### config.mk
export PLATFORM = sky130hd
export DESIGN_NAME = rv_decode
export DESIGN_NICKNAME = d
export VERILOG_FILES = /design/src/hw/rv64_pkg.sv /design/src/hw/rv_decode.sv
export SDC_FILE = /design/constraint.sdc
export NUM_CORES = 1
export LEC_CHECK = 0
export ABC_CLOCK_PERIOD_IN_PS = 1700
export BUFFER_PORTS_ARGS = -buffer_cell sky130_fd_sc_hd__buf_2
export CAP_MARGIN = 20
export CELL_PAD_IN_SITES_DETAIL_PLACEMENT = 0
export CELL_PAD_IN_SITES_GLOBAL_PLACEMENT = 1
export CORE_AREA = 4 4 219 221
export DETAILED_ROUTE_END_ITERATION = 16
export DIE_AREA = 0 0 223 225
export PLACE_DENSITY = 0.52
export SETUP_SLACK_MARGIN = 0.2
export SLEW_MARGIN = 20
export SYNTH_ARGS = -nofsm -noshare
export SYNTH_HDL_FRONTEND = slang
export SYNTH_SLANG_ARGS = --single-unit
### constraint.sdc
create_clock -name CLK -period 1.7 [get_ports CLK]
set_input_delay 0.085 -clock CLK [delete_from_list [all_inputs] [get_ports CLK]]
set_output_delay 0.085 -clock CLK [all_outputs]
set_load 0.02 [all_outputs]
### src/hw/rv64_pkg.sv
package rv64_pkg;

    localparam logic [6:0] OPC_OP        = 7'b0110011;
    localparam logic [6:0] OPC_OP_IMM    = 7'b0010011;
    localparam logic [6:0] OPC_OP_32     = 7'b0111011;
    localparam logic [6:0] OPC_OP_IMM_32 = 7'b0011011;
    localparam logic [6:0] OPC_LOAD      = 7'b0000011;
    localparam logic [6:0] OPC_STORE     = 7'b0100011;
    localparam logic [6:0] OPC_BRANCH    = 7'b1100011;

    // selects SUB and SRA/SRAI
    localparam logic [6:0] FUNCT7_ALT = 7'b0100000;

    localparam logic [2:0] F3_BEQ  = 3'b000;
    localparam logic [2:0] F3_BNE  = 3'b001;
    localparam logic [2:0] F3_BLT  = 3'b100;
    localparam logic [2:0] F3_BGE  = 3'b101;
    localparam logic [2:0] F3_BLTU = 3'b110;
    localparam logic [2:0] F3_BGEU = 3'b111;

    // load/store sizes with the upper bit selecting zero extension
    localparam logic [2:0] F3_B  = 3'b000;
    localparam logic [2:0] F3_H  = 3'b001;
    localparam logic [2:0] F3_W  = 3'b010;
    localparam logic [2:0] F3_D  = 3'b011;
    localparam logic [2:0] F3_BU = 3'b100;
    localparam logic [2:0] F3_HU = 3'b101;
    localparam logic [2:0] F3_WU = 3'b110;

    typedef struct packed {
        logic [6:0] funct7;
        logic [4:0] rs2;
        logic [4:0] rs1;
        logic [2:0] funct3;
        logic [4:0] rd;
        logic [6:0] opcode;
    } r_fmt_t;

    typedef struct packed {
        logic [11:0] imm;
        logic [4:0]  rs1;
        logic [2:0]  funct3;
        logic [4:0]  rd;
        logic [6:0]  opcode;
    } i_fmt_t;

    typedef struct packed {
        logic [6:0] imm_hi;
        logic [4:0] rs2;
        logic [4:0] rs1;
        logic [2:0] funct3;
        logic [4:0] imm_lo;
        logic [6:0] opcode;
    } s_fmt_t;

    typedef struct packed {
        logic       imm_12;
        logic [5:0] imm_10_5;
        logic [4:0] rs2;
        logic [4:0] rs1;
        logic [2:0] funct3;
        logic [3:0] imm_4_1;
        logic       imm_11;
        logic [6:0] opcode;
    } b_fmt_t;

    typedef union packed {
        r_fmt_t r;
        i_fmt_t i;
        s_fmt_t s;
        b_fmt_t b;
    } inst_u;

endpackage
### src/hw/rv_decode.sv
`timescale 1ns/100ps

module rv_decode
    import rv64_pkg::*;
(
    input  logic        CLK,
    input  logic        rst_n_i,
    input  logic        inst_valid_i,
    input  logic [31:0] inst_i,
    input  logic [63:0] pc_i,
    input  logic        take_branch_i,
    input  logic [63:0] rs1_data_i,
    input  logic [63:0] rs2_data_i,
    output logic        valid_o,
    output logic [63:0] op1_o,
    output logic [63:0] op2_o,
    output logic [2:0]  funct3_o,
    output logic [6:0]  funct7_o,
    output logic        imm_o,
    output logic        word_inst_o,
    output logic [4:0]  rd_o,
    output logic        write_back_o,
    output logic        load_flag_o,
    output logic        mem_en_o,
    output logic [2:0]  mem_para_o,
    output logic        branch_flag_o,
    output logic [63:0] branch_offset_o,
    output logic [63:0] pc_o,
    output logic [63:0] store_value_o
);

    inst_u       iw;
    logic        is_op, is_op_imm, is_op_32, is_op_imm_32;
    logic        is_load, is_store, is_branch;
    logic        accept;
    logic [63:0] imm_i_ext, imm_s_ext, imm_b_ext;

    assign iw = inst_i;

    assign is_op        = iw.r.opcode == OPC_OP;
    assign is_op_imm    = iw.r.opcode == OPC_OP_IMM;
    assign is_op_32     = iw.r.opcode == OPC_OP_32;
    assign is_op_imm_32 = iw.r.opcode == OPC_OP_IMM_32;
    assign is_load      = iw.r.opcode == OPC_LOAD;
    assign is_store     = iw.r.opcode == OPC_STORE;
    assign is_branch    = iw.r.opcode == OPC_BRANCH;

    // unknown opcodes and squashed words become bubbles
    assign accept = inst_valid_i && !take_branch_i && (is_op || is_op_imm || is_op_32
                    || is_op_imm_32 || is_load || is_store || is_branch);

    assign imm_i_ext = {{52{iw.i.imm[11]}}, iw.i.imm};
    assign imm_s_ext = {{52{iw.s.imm_hi[6]}}, iw.s.imm_hi, iw.s.imm_lo};
    assign imm_b_ext = {{51{iw.b.imm_12}}, iw.b.imm_12, iw.b.imm_11,
                        iw.b.imm_10_5, iw.b.imm_4_1, 1'b0};

    always_ff @(posedge CLK) begin
        op1_o <= rs1_data_i;
        if (is_op || is_op_32 || is_branch) begin
            op2_o <= rs2_data_i;
        end else if (is_store) begin
            op2_o <= imm_s_ext;
        end else begin
            op2_o <= imm_i_ext;
        end
        // address calc uses the adder and the size goes to mem_para
        funct3_o <= (is_load || is_store) ? 3'b000 : iw.r.funct3;
        // bit 25 is shamt[5] for 64-bit immediate shifts
        funct7_o <= is_op_imm ? {iw.r.funct7[6:1], 1'b0} : iw.r.funct7;
        imm_o <= is_op_imm || is_op_imm_32 || is_load || is_store;
        word_inst_o <= is_op_32 || is_op_imm_32;
        rd_o <= iw.r.rd;
        load_flag_o <= is_load;
        mem_para_o <= iw.r.funct3;
        branch_offset_o <= imm_b_ext;
        pc_o <= pc_i;
        store_value_o <= rs2_data_i;

        if (!rst_n_i) begin
            valid_o <= 1'b0;
            write_back_o <= 1'b0;
            mem_en_o <= 1'b0;
            branch_flag_o <= 1'b0;
        end else begin
            valid_o <= accept;
            write_back_o <= accept && iw.r.rd != 5'd0
                            && (is_op || is_op_imm || is_op_32 || is_op_imm_32 || is_load);
            mem_en_o <= accept && (is_load || is_store);
            branch_flag_o <= accept && is_branch;
        end
    end

endmodule

==> metrics.txt <==
Worst Setup EP=valid_o; Post-Synthesis Cells=approximately 460; H-tree levels=1; Via-to-Cell Ratio=~3.3; Final Hold Viols=0; number of synthesis warnings=0; initial DRC count=approximately 130; sequential share of the synthesized area=roughly four fifths; CP endpoint kind=flip-flop; top-area cell type share of the netlist area=about 80%; final-stage net count=between 1,000 and 1,500; design area=approximately 14,000 um^2; total track usage=about a tenth; CTS buffer count=29; final WL=roughly 27,000 um; gr ovfl total=0; CTS tree=yes; Seq cells post-synth=282; synthesized net count=690; Leak=approximately 6.7 nW; cell area after placement=between 10,000 and 15,000 um^2; main flop type after synthesis=dfxtp_1; worst path arrival time=around 2.0 ns; Min-Delay Path Class=in2reg; RSZ-0062 raised after global routing=true; met2 WL=approximately 14,000 um; number of detailed-route iterations in the first pass=4; Synth area leaders=dfxtp_1, buf_4, a21o_1; largest net degree at the start of global routing=54; die height=225 um; routed wire length on met3=roughly 2300 um; synth unique cells=34; WL per Instance=about 14 um; crit path time final=between 1.5 and 2 ns; Worst Setup Start Kind=primary input; WP data required=between 2 and 2.5 ns; IO Port Bufs=566; clock sink total=roughly 280; ANT nets after route=0; Max-Cap Viols=0; Commonest cells post-synth=dfxtp_1, buf_4, a21o_1; WS Path Type=in2reg; ys async rst share=0%; die area=about 50,000 um^2; most frequent cell after synthesis=dfxtp_1; share of cells above drive strength 1=52.05%; total power divided by cell area=1138 nW/um^2; area leader, netlist=dfxtp_1; RePlAce Congestion=roughly 0.8; Die X=between 200 and 250 um; # rows=around 80; crit path launch=take_branch_i; Ports=573; Mapped Area=about 7100 um^2; setup TNS=0 ns; status=completed; M1 wire length=roughly 10000 um; clk root buf=clkbuf_16; count of pins over their slew limit=0; Remaining DRCs=0; FMAX=around 660 MHz; vias=about 6,200; HPWL after DPL=roughly 19,000 um; largest driver fanout on the critical path=3; CTS max path bufs=3; period utilisation layout=roughly nine tenths; vias in the first global route=between 6,000 and 7,000; peak supply drop=0.6901 mV; Reg clk slew, reported paths=approximately 0.06 ns; number of enable flip-flop cells after synthesis=0; area grow syn2layout=90.40%; final setup fails=0; Core Box Area=~46,000 um^2; first-pass GRT wire length=~38,000 um; Synth Area per Inst=between 15 and 20 um^2; top routing layer used=met4; Initial Util=about 15%; initial antenna violation count=0
-- worst max-delay path, cell delays in order --
cell           delay [ns]
dlygate4sd3_1        0.54
buf_2                0.12
nand3b_1             0.23
dlygate4sd3_1        0.65
nor4_1               0.33
-- logic make-up after synthesis --
family	share of synthesized area [%]
flops	79.62
compound gates	7.376
buf+inv	9.264
simple gates	2.470
mux	1.218
other cells	0.05289
-- per-layer routing --
metal | track usage (%) | up-vias
li1 | - | 2969
met1 | 9.983 | 2831
met2 | 17.46 | 303
met3 | 3.126 | 51
met4 | 3.619 | 0
met5 | 0 | -
-- through the flow --
step / total power [mW] / instances / util [%] / setup slack [ns] / hold slack (ns)
3_3_place_gp: 8.745 / 1563 / 21.88 / 0.09802 / 0.1876
3_5_place_dp: 8.744 / 1563 / 21.88 / 0.07001 / 0.1886
6_report: 15.36 / 1851 / 29.25 / 0.1848 / 0.05736
4_1_cts: 15.61 / 1845 / 28.95 / 0.2187 / 0.05356
2_1_floorplan: 8.065 / 462 / - / 0.2991 / 0.1127
5_1_grt: 16.02 / 1850 / 29.24 / 0.1712 / 0.03566
-- final cells by class --
type                            instances  area (um^2)
Antenna cell                            1        2.502
Clock buffer                           38        819.5
Clock inverter                         15        141.4
Fill cell                            4692        32660
Inverter                                2        7.507
Multi-Input combinational cell        101        824.5
Sequential cell                       282         5649
Tap cell                              607        759.5
Timing Repair Buffer                  805         5296
-- where the power goes --
part | internal [mW] | leakage [nW] | switching [mW] | total, mW
registers | 6.97 | 2.38 | 0.0931 | 7.07
logic | 0.919 | 3.84 | 1.06 | 1.98
clock network | 3.70 | 0.477 | 2.61 | 6.31
-- state kept, by name (all words and copies together), names as in the netlist --
| name | count |
|---|---|
| branch_flag_o | 1 |
| funct7_o | 1 |
| op2_o | 64 |
| imm_o | 1 |
| mem_en_o | 1 |
| mem_para_o | 3 |
| word_inst_o | 1 |
| load_flag_o | 1 |
| write_back_o | 1 |
| funct3_o | 3 |
| branch_offset_o | 8 |
| op1_o | 64 |
| rd_o | 4 |
| store_value_o | 64 |
| pc_o | 64 |
| valid_o | 1 |
-- timing repair --
action / in CTS / in global routing
resized for setup: 3 / 8
cloned: 0 / 4
setup buffers: 0 / 1
pin swaps: 0 / 0
setup endpoints to repair: 53 / 44
endpoints found under the hold margin: 282 / 0
hold buffers: 229 / 0
-- how the worst min path moves through the flow --
stage / from / endpoint / depth (start not counted)
3_5_place_dp: pc_i[40] / pc_o[40] / 1
2_1_floorplan: inst_i[30] / branch_offset_o[10] / 0
5_1_grt: inst_i[2] / write_back_o / 3
6_report: inst_i[2] / write_back_o / 3
4_1_cts: inst_i[2] / write_back_o / 3
3_3_place_gp: rs1_data_i[52] / op1_o[52] / 1
-- placed cells by master, fill, tap and decap left out, types with 2 or more instances in the layout --
cell           netlist  routed
dfxtp_1            282     281
inv_6                0       2
clkbuf_8             0       6
dlygate4sd3_1        0     229
mux2_4               5       5
clkbuf_16            0      32
and2_1               3       3
nor4_1               2       2
a21o_2               3       4
buf_4               63       3
clkinvlp_4           0       2
buf_2                0     565
a2bb2oi_1            5       5
nor2_1               4       4
o22ai_1              5       5
bufinv_16            0       2
buf_12               0       3
clkinv_2             0       8
a21o_1              51      50
inv_1                2       2
clkbuf_1             0       3
nand2_1              3       2
No activity file was read; power rests on OpenSTA's default activity.
