File: src/hw/rv64_pkg.sv
package rv64_pkg;

    localparam logic [6:0] OPC_OP        = 7'b0110011;
    localparam logic [6:0] OPC_OP_IMM    = 7'b0010011;
    localparam logic [6:0] OPC_OP_32     = 7'b0111011;
    localparam logic [6:0] OPC_OP_IMM_32 = 7'b0011011;
    localparam logic [6:0] OPC_LOAD      = 7'b0000011;
    localparam logic [6:0] OPC_STORE     = 7'b0100011;
    localparam logic [6:0] OPC_BRANCH    = 7'b1100011;

    // selects SUB and SRA/SRAI
    localparam logic [6:0] FUNCT7_ALT = 7'b0100000;

    localparam logic [2:0] F3_BEQ  = 3'b000;
    localparam logic [2:0] F3_BNE  = 3'b001;
    localparam logic [2:0] F3_BLT  = 3'b100;
    localparam logic [2:0] F3_BGE  = 3'b101;
    localparam logic [2:0] F3_BLTU = 3'b110;
    localparam logic [2:0] F3_BGEU = 3'b111;

    // load/store sizes with the upper bit selecting zero extension
    localparam logic [2:0] F3_B  = 3'b000;
    localparam logic [2:0] F3_H  = 3'b001;
    localparam logic [2:0] F3_W  = 3'b010;
    localparam logic [2:0] F3_D  = 3'b011;
    localparam logic [2:0] F3_BU = 3'b100;
    localparam logic [2:0] F3_HU = 3'b101;
    localparam logic [2:0] F3_WU = 3'b110;

    typedef struct packed {
        logic [6:0] funct7;
        logic [4:0] rs2;
        logic [4:0] rs1;
        logic [2:0] funct3;
        logic [4:0] rd;
        logic [6:0] opcode;
    } r_fmt_t;

    typedef struct packed {
        logic [11:0] imm;
        logic [4:0]  rs1;
        logic [2:0]  funct3;
        logic [4:0]  rd;
        logic [6:0]  opcode;
    } i_fmt_t;

    typedef struct packed {
        logic [6:0] imm_hi;
        logic [4:0] rs2;
        logic [4:0] rs1;
        logic [2:0] funct3;
        logic [4:0] imm_lo;
        logic [6:0] opcode;
    } s_fmt_t;

    typedef struct packed {
        logic       imm_12;
        logic [5:0] imm_10_5;
        logic [4:0] rs2;
        logic [4:0] rs1;
        logic [2:0] funct3;
        logic [3:0] imm_4_1;
        logic       imm_11;
        logic [6:0] opcode;
    } b_fmt_t;

    typedef union packed {
        r_fmt_t r;
        i_fmt_t i;
        s_fmt_t s;
        b_fmt_t b;
    } inst_u;

endpackage
File: src/hw/rv_mem_stage.sv
`timescale 1ns/100ps

module rv_mem_stage
    import rv64_pkg::*;
#(
    parameter int DMEM_WORDS = 64
) (
    input  logic        CLK,
    input  logic        rst_n_i,
    input  logic [63:0] res_i,
    input  logic        write_back_i,
    input  logic [4:0]  rd_i,
    input  logic        load_flag_i,
    input  logic        mem_en_i,
    input  logic [2:0]  mem_para_i,
    input  logic        branch_flag_i,
    input  logic [63:0] branch_offset_i,
    input  logic [63:0] pc_i,
    input  logic [63:0] store_value_i,
    output logic        take_branch_o,
    output logic [63:0] redirect_pc_o,
    output logic        wb_en_o,
    output logic [4:0]  wb_rd_o,
    output logic [63:0] wb_data_o
);

    localparam int AW = $clog2(DMEM_WORDS);

    logic [63:0]   dmem [DMEM_WORDS];
    logic [AW-1:0] idx;
    logic [5:0]    bit_off;
    logic [63:0]   rd_word, ld_shift, ld_val;
    logic [63:0]   size_mask, st_mask, st_data;

    assign take_branch_o = branch_flag_i && res_i[0];
    assign redirect_pc_o = pc_i + branch_offset_i;

    // index wraps on the low address bits
    assign idx     = res_i[AW+2:3];
    assign bit_off = {res_i[2:0], 3'b000};
    assign rd_word = dmem[idx];

    assign ld_shift = rd_word >> bit_off;

    always_comb begin
        case (mem_para_i)
            F3_B:    ld_val = {{56{ld_shift[7]}}, ld_shift[7:0]};
            F3_H:    ld_val = {{48{ld_shift[15]}}, ld_shift[15:0]};
            F3_W:    ld_val = {{32{ld_shift[31]}}, ld_shift[31:0]};
            F3_BU:   ld_val = {56'd0, ld_shift[7:0]};
            F3_HU:   ld_val = {48'd0, ld_shift[15:0]};
            F3_WU:   ld_val = {32'd0, ld_shift[31:0]};
            F3_D:    ld_val = ld_shift;
            default: ld_val = ld_shift;
        endcase
    end

    always_comb begin
        case (mem_para_i)
            F3_B:    size_mask = 64'h0000_0000_0000_00ff;
            F3_H:    size_mask = 64'h0000_0000_0000_ffff;
            F3_W:    size_mask = 64'h0000_0000_ffff_ffff;
            default: size_mask = '1;
        endcase
    end

    assign st_mask = size_mask << bit_off;
    assign st_data = store_value_i << bit_off;

    // read-modify-write of the addressed lanes
    always_ff @(posedge CLK) begin
        if (mem_en_i && !load_flag_i) begin
            dmem[idx] <= (rd_word & ~st_mask) | (st_data & st_mask);
        end
    end

    always_ff @(posedge CLK) begin
        wb_data_o <= (mem_en_i && load_flag_i) ? ld_val : res_i;
        if (!rst_n_i) begin
            wb_en_o <= 1'b0;
            wb_rd_o <= 5'd0;
        end else begin
            wb_en_o <= write_back_i;
            wb_rd_o <= rd_i;
        end
    end

    a_mem_not_branch: assert property (@(posedge CLK) disable iff (!rst_n_i)
        !(mem_en_i && branch_flag_i));

endmodule

File: config.mk
export PLATFORM = sky130hd
export DESIGN_NAME = rv_mem_stage
export DESIGN_NICKNAME = d
export VERILOG_FILES = /design/src/hw/rv64_pkg.sv /design/src/hw/rv_mem_stage.sv
export SDC_FILE = /design/constraint.sdc
export NUM_CORES = 2
export LEC_CHECK = 0
export BUFFER_PORTS_ARGS = -buffer_cell sky130_fd_sc_hd__buf_2
export CAP_MARGIN = 20
export CORE_AREA = 2 2 693 695
export CTS_CLUSTER_SIZE = 10
export DETAILED_ROUTE_END_ITERATION = 8
export DIE_AREA = 0 0 695 697
export PLACE_DENSITY = 0.48
export SYNTH_ARGS = -nofsm -noshare
export SYNTH_HDL_FRONTEND = slang
export SYNTH_SLANG_ARGS = --single-unit
File: constraint.sdc
create_clock -name CLK -period 14.2 [get_ports CLK]
set_clock_uncertainty 0.05 [all_clocks]
set_input_delay 1.42 -clock CLK [delete_from_list [all_inputs] [get_ports CLK]]
set_output_delay 1.42 -clock CLK [all_outputs]
set_load 0.05 [all_outputs]
==> results.sh <==
export IMPL_synth_fp_nets=9905
export IMPL_grt_pass1_vias=102000
export IMPL_grt_max_degree=102
export IMPL_maxSlewHeadroom_pct=12.1
export IMPL_drv_slew=0
export IMPL_p_leak_nw=61.4
export IMPL_portBuffers=404
export IMPL_initial_utilization_pct=34.9
export IMPL_hold_end="wb_data_o[50]"
export IMPL_grtUsageTotal_pct=30.6
export IMPL_routedWlPerCell_um=45.4
export IMPL_slowest_stage="a2111oi_0"
export IMPL_timing_rr_start="dmem[6][55]"
export IMPL_place_inst=16200
export IMPL_synth_enable_flop_cells=4096
export IMPL_ctsResizeCount=0
export IMPL_maxCapViolCount=0
export IMPL_hold_path_class="input port to flop"
export IMPL_cts_tree="done"
export IMPL_synth_cell_types=94
export IMPL_place_congestion=0.936
export IMPL_regArea_mm2=0.124
export IMPL_die_w_um=695
export IMPL_dr_pass1_iters=6
export IMPL_start_kind="input port"
export IMPL_clk_insertion_delay_late_ns=1.05
export IMPL_vias=110000
export IMPL_post_cts_setup_buffer_count=0
export IMPL_fmax_mhz=135
export IMPL_cts_htree_levels=5
export IMPL_cts_sinks=4166
export IMPL_final_min_clock_period_ns=7.43
export IMPL_rrSetupSlack_ns=9.17
export IMPL_clock_root_buffer="clkbuf_16"
export IMPL_grt_pass1_wl_mm=995
export IMPL_antenna_found_initial=80
export IMPL_crit_required_ns=12.73
export IMPL_reg2reg_depth=11
export IMPL_core_area_mm2=0.477
export IMPL_multi_input_area_mm2=0.0398
export IMPL_path_clk_slew_ns=0.06
export IMPL_ios=405
export IMPL_hpwl_mm=431
export IMPL_fp_dieH_um=697
export IMPL_ant_nets=0
export IMPL_dieArea_mm2=0.484
export IMPL_fin_nets=10600
export IMPL_hold_depth=2
export IMPL_crit_chain="buf_2 > ha_1 > inv_1 > nor3_1 > a31oi_1 > a2111oi_0 > buf_1 > buf_4 > o2111ai_1 > a21boi_0 > a21oi_1 > or3_1 > a31oi_1 > xnor2_1 > buf_2"
export IMPL_netlist_instances=9571
export IMPL_ys_seq_elements=4166
export IMPL_yosysWarnings=0
export IMPL_worst_pin_slew_ns=1.32
export IMPL_worst_setup_path_type="input port to primary output"
export IMPL_cp_max_fo=6
export IMPL_power_density_mw_per_mm2=144
export IMPL_worstSetupEndpointType="primary output"
export IMPL_synth_area_mm2=0.166
export IMPL_avgSynthCellArea_um2=17.4
export IMPL_setup_tns_ns=0
export IMPL_ys_flop_type="edfxtp_1"
export IMPL_cts_buffers=463
export IMPL_setup_viol=0
export IMPL_slowest_delay_ns=0.53
export IMPL_routed_via_density=6.52
export IMPL_cts_max_path_buffers=4
export IMPL_rsz0062_at_grt="false"
export IMPL_hold_buffers=0
export IMPL_post_route_util_pct=40.2
export IMPL_nFillCells=43100
export IMPL_worstHoldStart="res_i[50]"
export IMPL_drtIter0Drc=19600
export IMPL_whs_ns=0.543
export IMPL_async_reset_ff_share_pct=0
export IMPL_drcViolationCount=0
export IMPL_arrival_ns=5.96
export IMPL_fin_cells=16900
export IMPL_outcome="complete, no violations"
export IMPL_worstReg2RegEnd="wb_data_o[45]"
export IMPL_rows=254
export IMPL_finalWirelength_mm=766
export IMPL_post_route_period_util_pct=52.3
export IMPL_overflow=0
export IMPL_layout_drive_gt1_share_pct=20.7
export IMPL_peakVddDrop_mv=0.125
export IMPL_syn2layout_area_growth_pct=15.2
export IMPL_hold_viol=0
export IMPL_ys_seq_area_share_pct=74.8
-- power by group --
| part | leakage [nW] | switching (mW) | internal [mW] |
|---|---|---|---|
| Clock | 6.13 | 4.79 | 5.93 |
| Sequential | 37.6 | 0.0414 | 14.0 |
| Combinational | 17.7 | 2.19 | 0.660 |
| Total | 61.4 | 7.02 | 20.6 |
-- worst max-delay path by stage --
stage	from	to	slack (ns)	cells after the start
after floorplan	res_i[4]	dmem[0][24]	7.26	13
after global placement	res_i[3]	wb_data_o[5]	5.99	15
after detailed placement	res_i[4]	wb_data_o[40]	6.35	16
after CTS	branch_offset_i[10]	redirect_pc_o[63]	6.75	15
after global routing	branch_offset_i[10]	redirect_pc_o[63]	6.33	15
final	branch_offset_i[10]	redirect_pc_o[63]	6.77	15
-- routing by layer --
metal	vias to the layer above	routed length [um]	part of all wire (%)	GRT usage, %
met5	-	225	0.029	0
met4	34	47500	6.2	15.9
met3	1717	88400	12	7.09
met2	8683	346000	45	47.5
met1	58900	284000	37	40.1
li1	40800	-	-	-
-- stage by stage --
stage | total power, mW | instance area (um2) | setup WS, ns
floorplan | 15.7 | 166000 | 7.26
global placement | 17.0 | 178000 | 5.99
detailed placement | 17.0 | 179000 | 6.35
CTS | 27.6 | 191000 | 6.75
global route | 28.2 | 191000 | 6.33
finish | 27.6 | 192000 | 6.77
-- synth_stat cells (35+ instances only) --
master	n	share of area [%]
buf_2	189	0.57
buf_4	102	0.46
o2bb2ai_1	35	0.18
a22oi_1	419	1.9
mux4_2	268	3.6
nand2b_1	39	0.15
mux2i_1	519	3.1
nand2_1	334	0.75
a211oi_1	75	0.34
a31oi_1	92	0.35
o22ai_1	169	0.64
buf_1	88	0.20
a21oi_1	395	1.2
and3_1	37	0.14
xnor2_1	44	0.23
dfxtp_1	70	0.84
edfxtp_1	4096	74
o21ai_0	308	0.93
ha_1	63	0.47
a22o_1	111	0.58
a221o_1	79	0.48
mux2_2	252	1.7
nor2_1	369	0.83
buf_6	51	0.35
o22a_1	62	0.33
nand4_1	44	0.17
nand3_1	52	0.16
clkbuf_1	243	0.55
a221oi_1	372	2.0
-- worst max-delay path, delay by kind of cell --
kind	cells	cell delay, ns
buf+inv	5	0.86
fa+ha+maj	1	0.41
compound gates	6	2.31
simple gates	2	0.78
xor+xnor	1	0.18
-- layout make-up --
type | instances | share of cell area, %
clock buffers | 567 | 6.35
well taps | 6400 | 4.18
diodes | 87 | 0.114
clock inverters | 35 | 0.252
multi-input cells | 4698 | 20.8
flip-flops and latches | 4166 | 64.9
repair buffers | 904 | 3.31
inverters | 34 | 0.0784
-- state kept, by name, indices dropped and copies added (netlist names) --
signal     cells
wb_rd_o        5
wb_data_o     64
wb_en_o        1
dmem        4096
-- cell families after synthesis --
logic type | synth area share [%]
compound gates | 10.4
xor+xnor | 0.327
fa+ha+maj | 0.486
buf+inv | 2.20
flops | 74.8
mux | 8.57
simple gates | 3.22
-- layout by cell type, fill, tap and decap left out, types with 34 or more instances in the layout --
cell type / instances
edfxtp_1: 4096
a22o_1: 111
dfxtp_1: 70
diode_2: 87
mux2_2: 252
and3_1: 35
a31oi_1: 91
buf_2: 399
nand3_1: 52
mux4_2: 268
nand2b_1: 34
buf_4: 461
nand4_1: 44
o211ai_1: 34
clkbuf_16: 470
a211oi_1: 74
mux2i_1: 508
a22oi_1: 419
o21ai_0: 293
nor2_1: 296
clkbuf_1: 94
a21o_1: 34
a21oi_1: 366
xnor2_1: 44
nand2_1: 329
a221oi_1: 372
ha_1: 63
o22ai_1: 167
a221o_1: 79
nor2_4: 69
o22a_1: 62
o2bb2ai_1: 35
No activity file was read; power rests on OpenSTA's default activity.
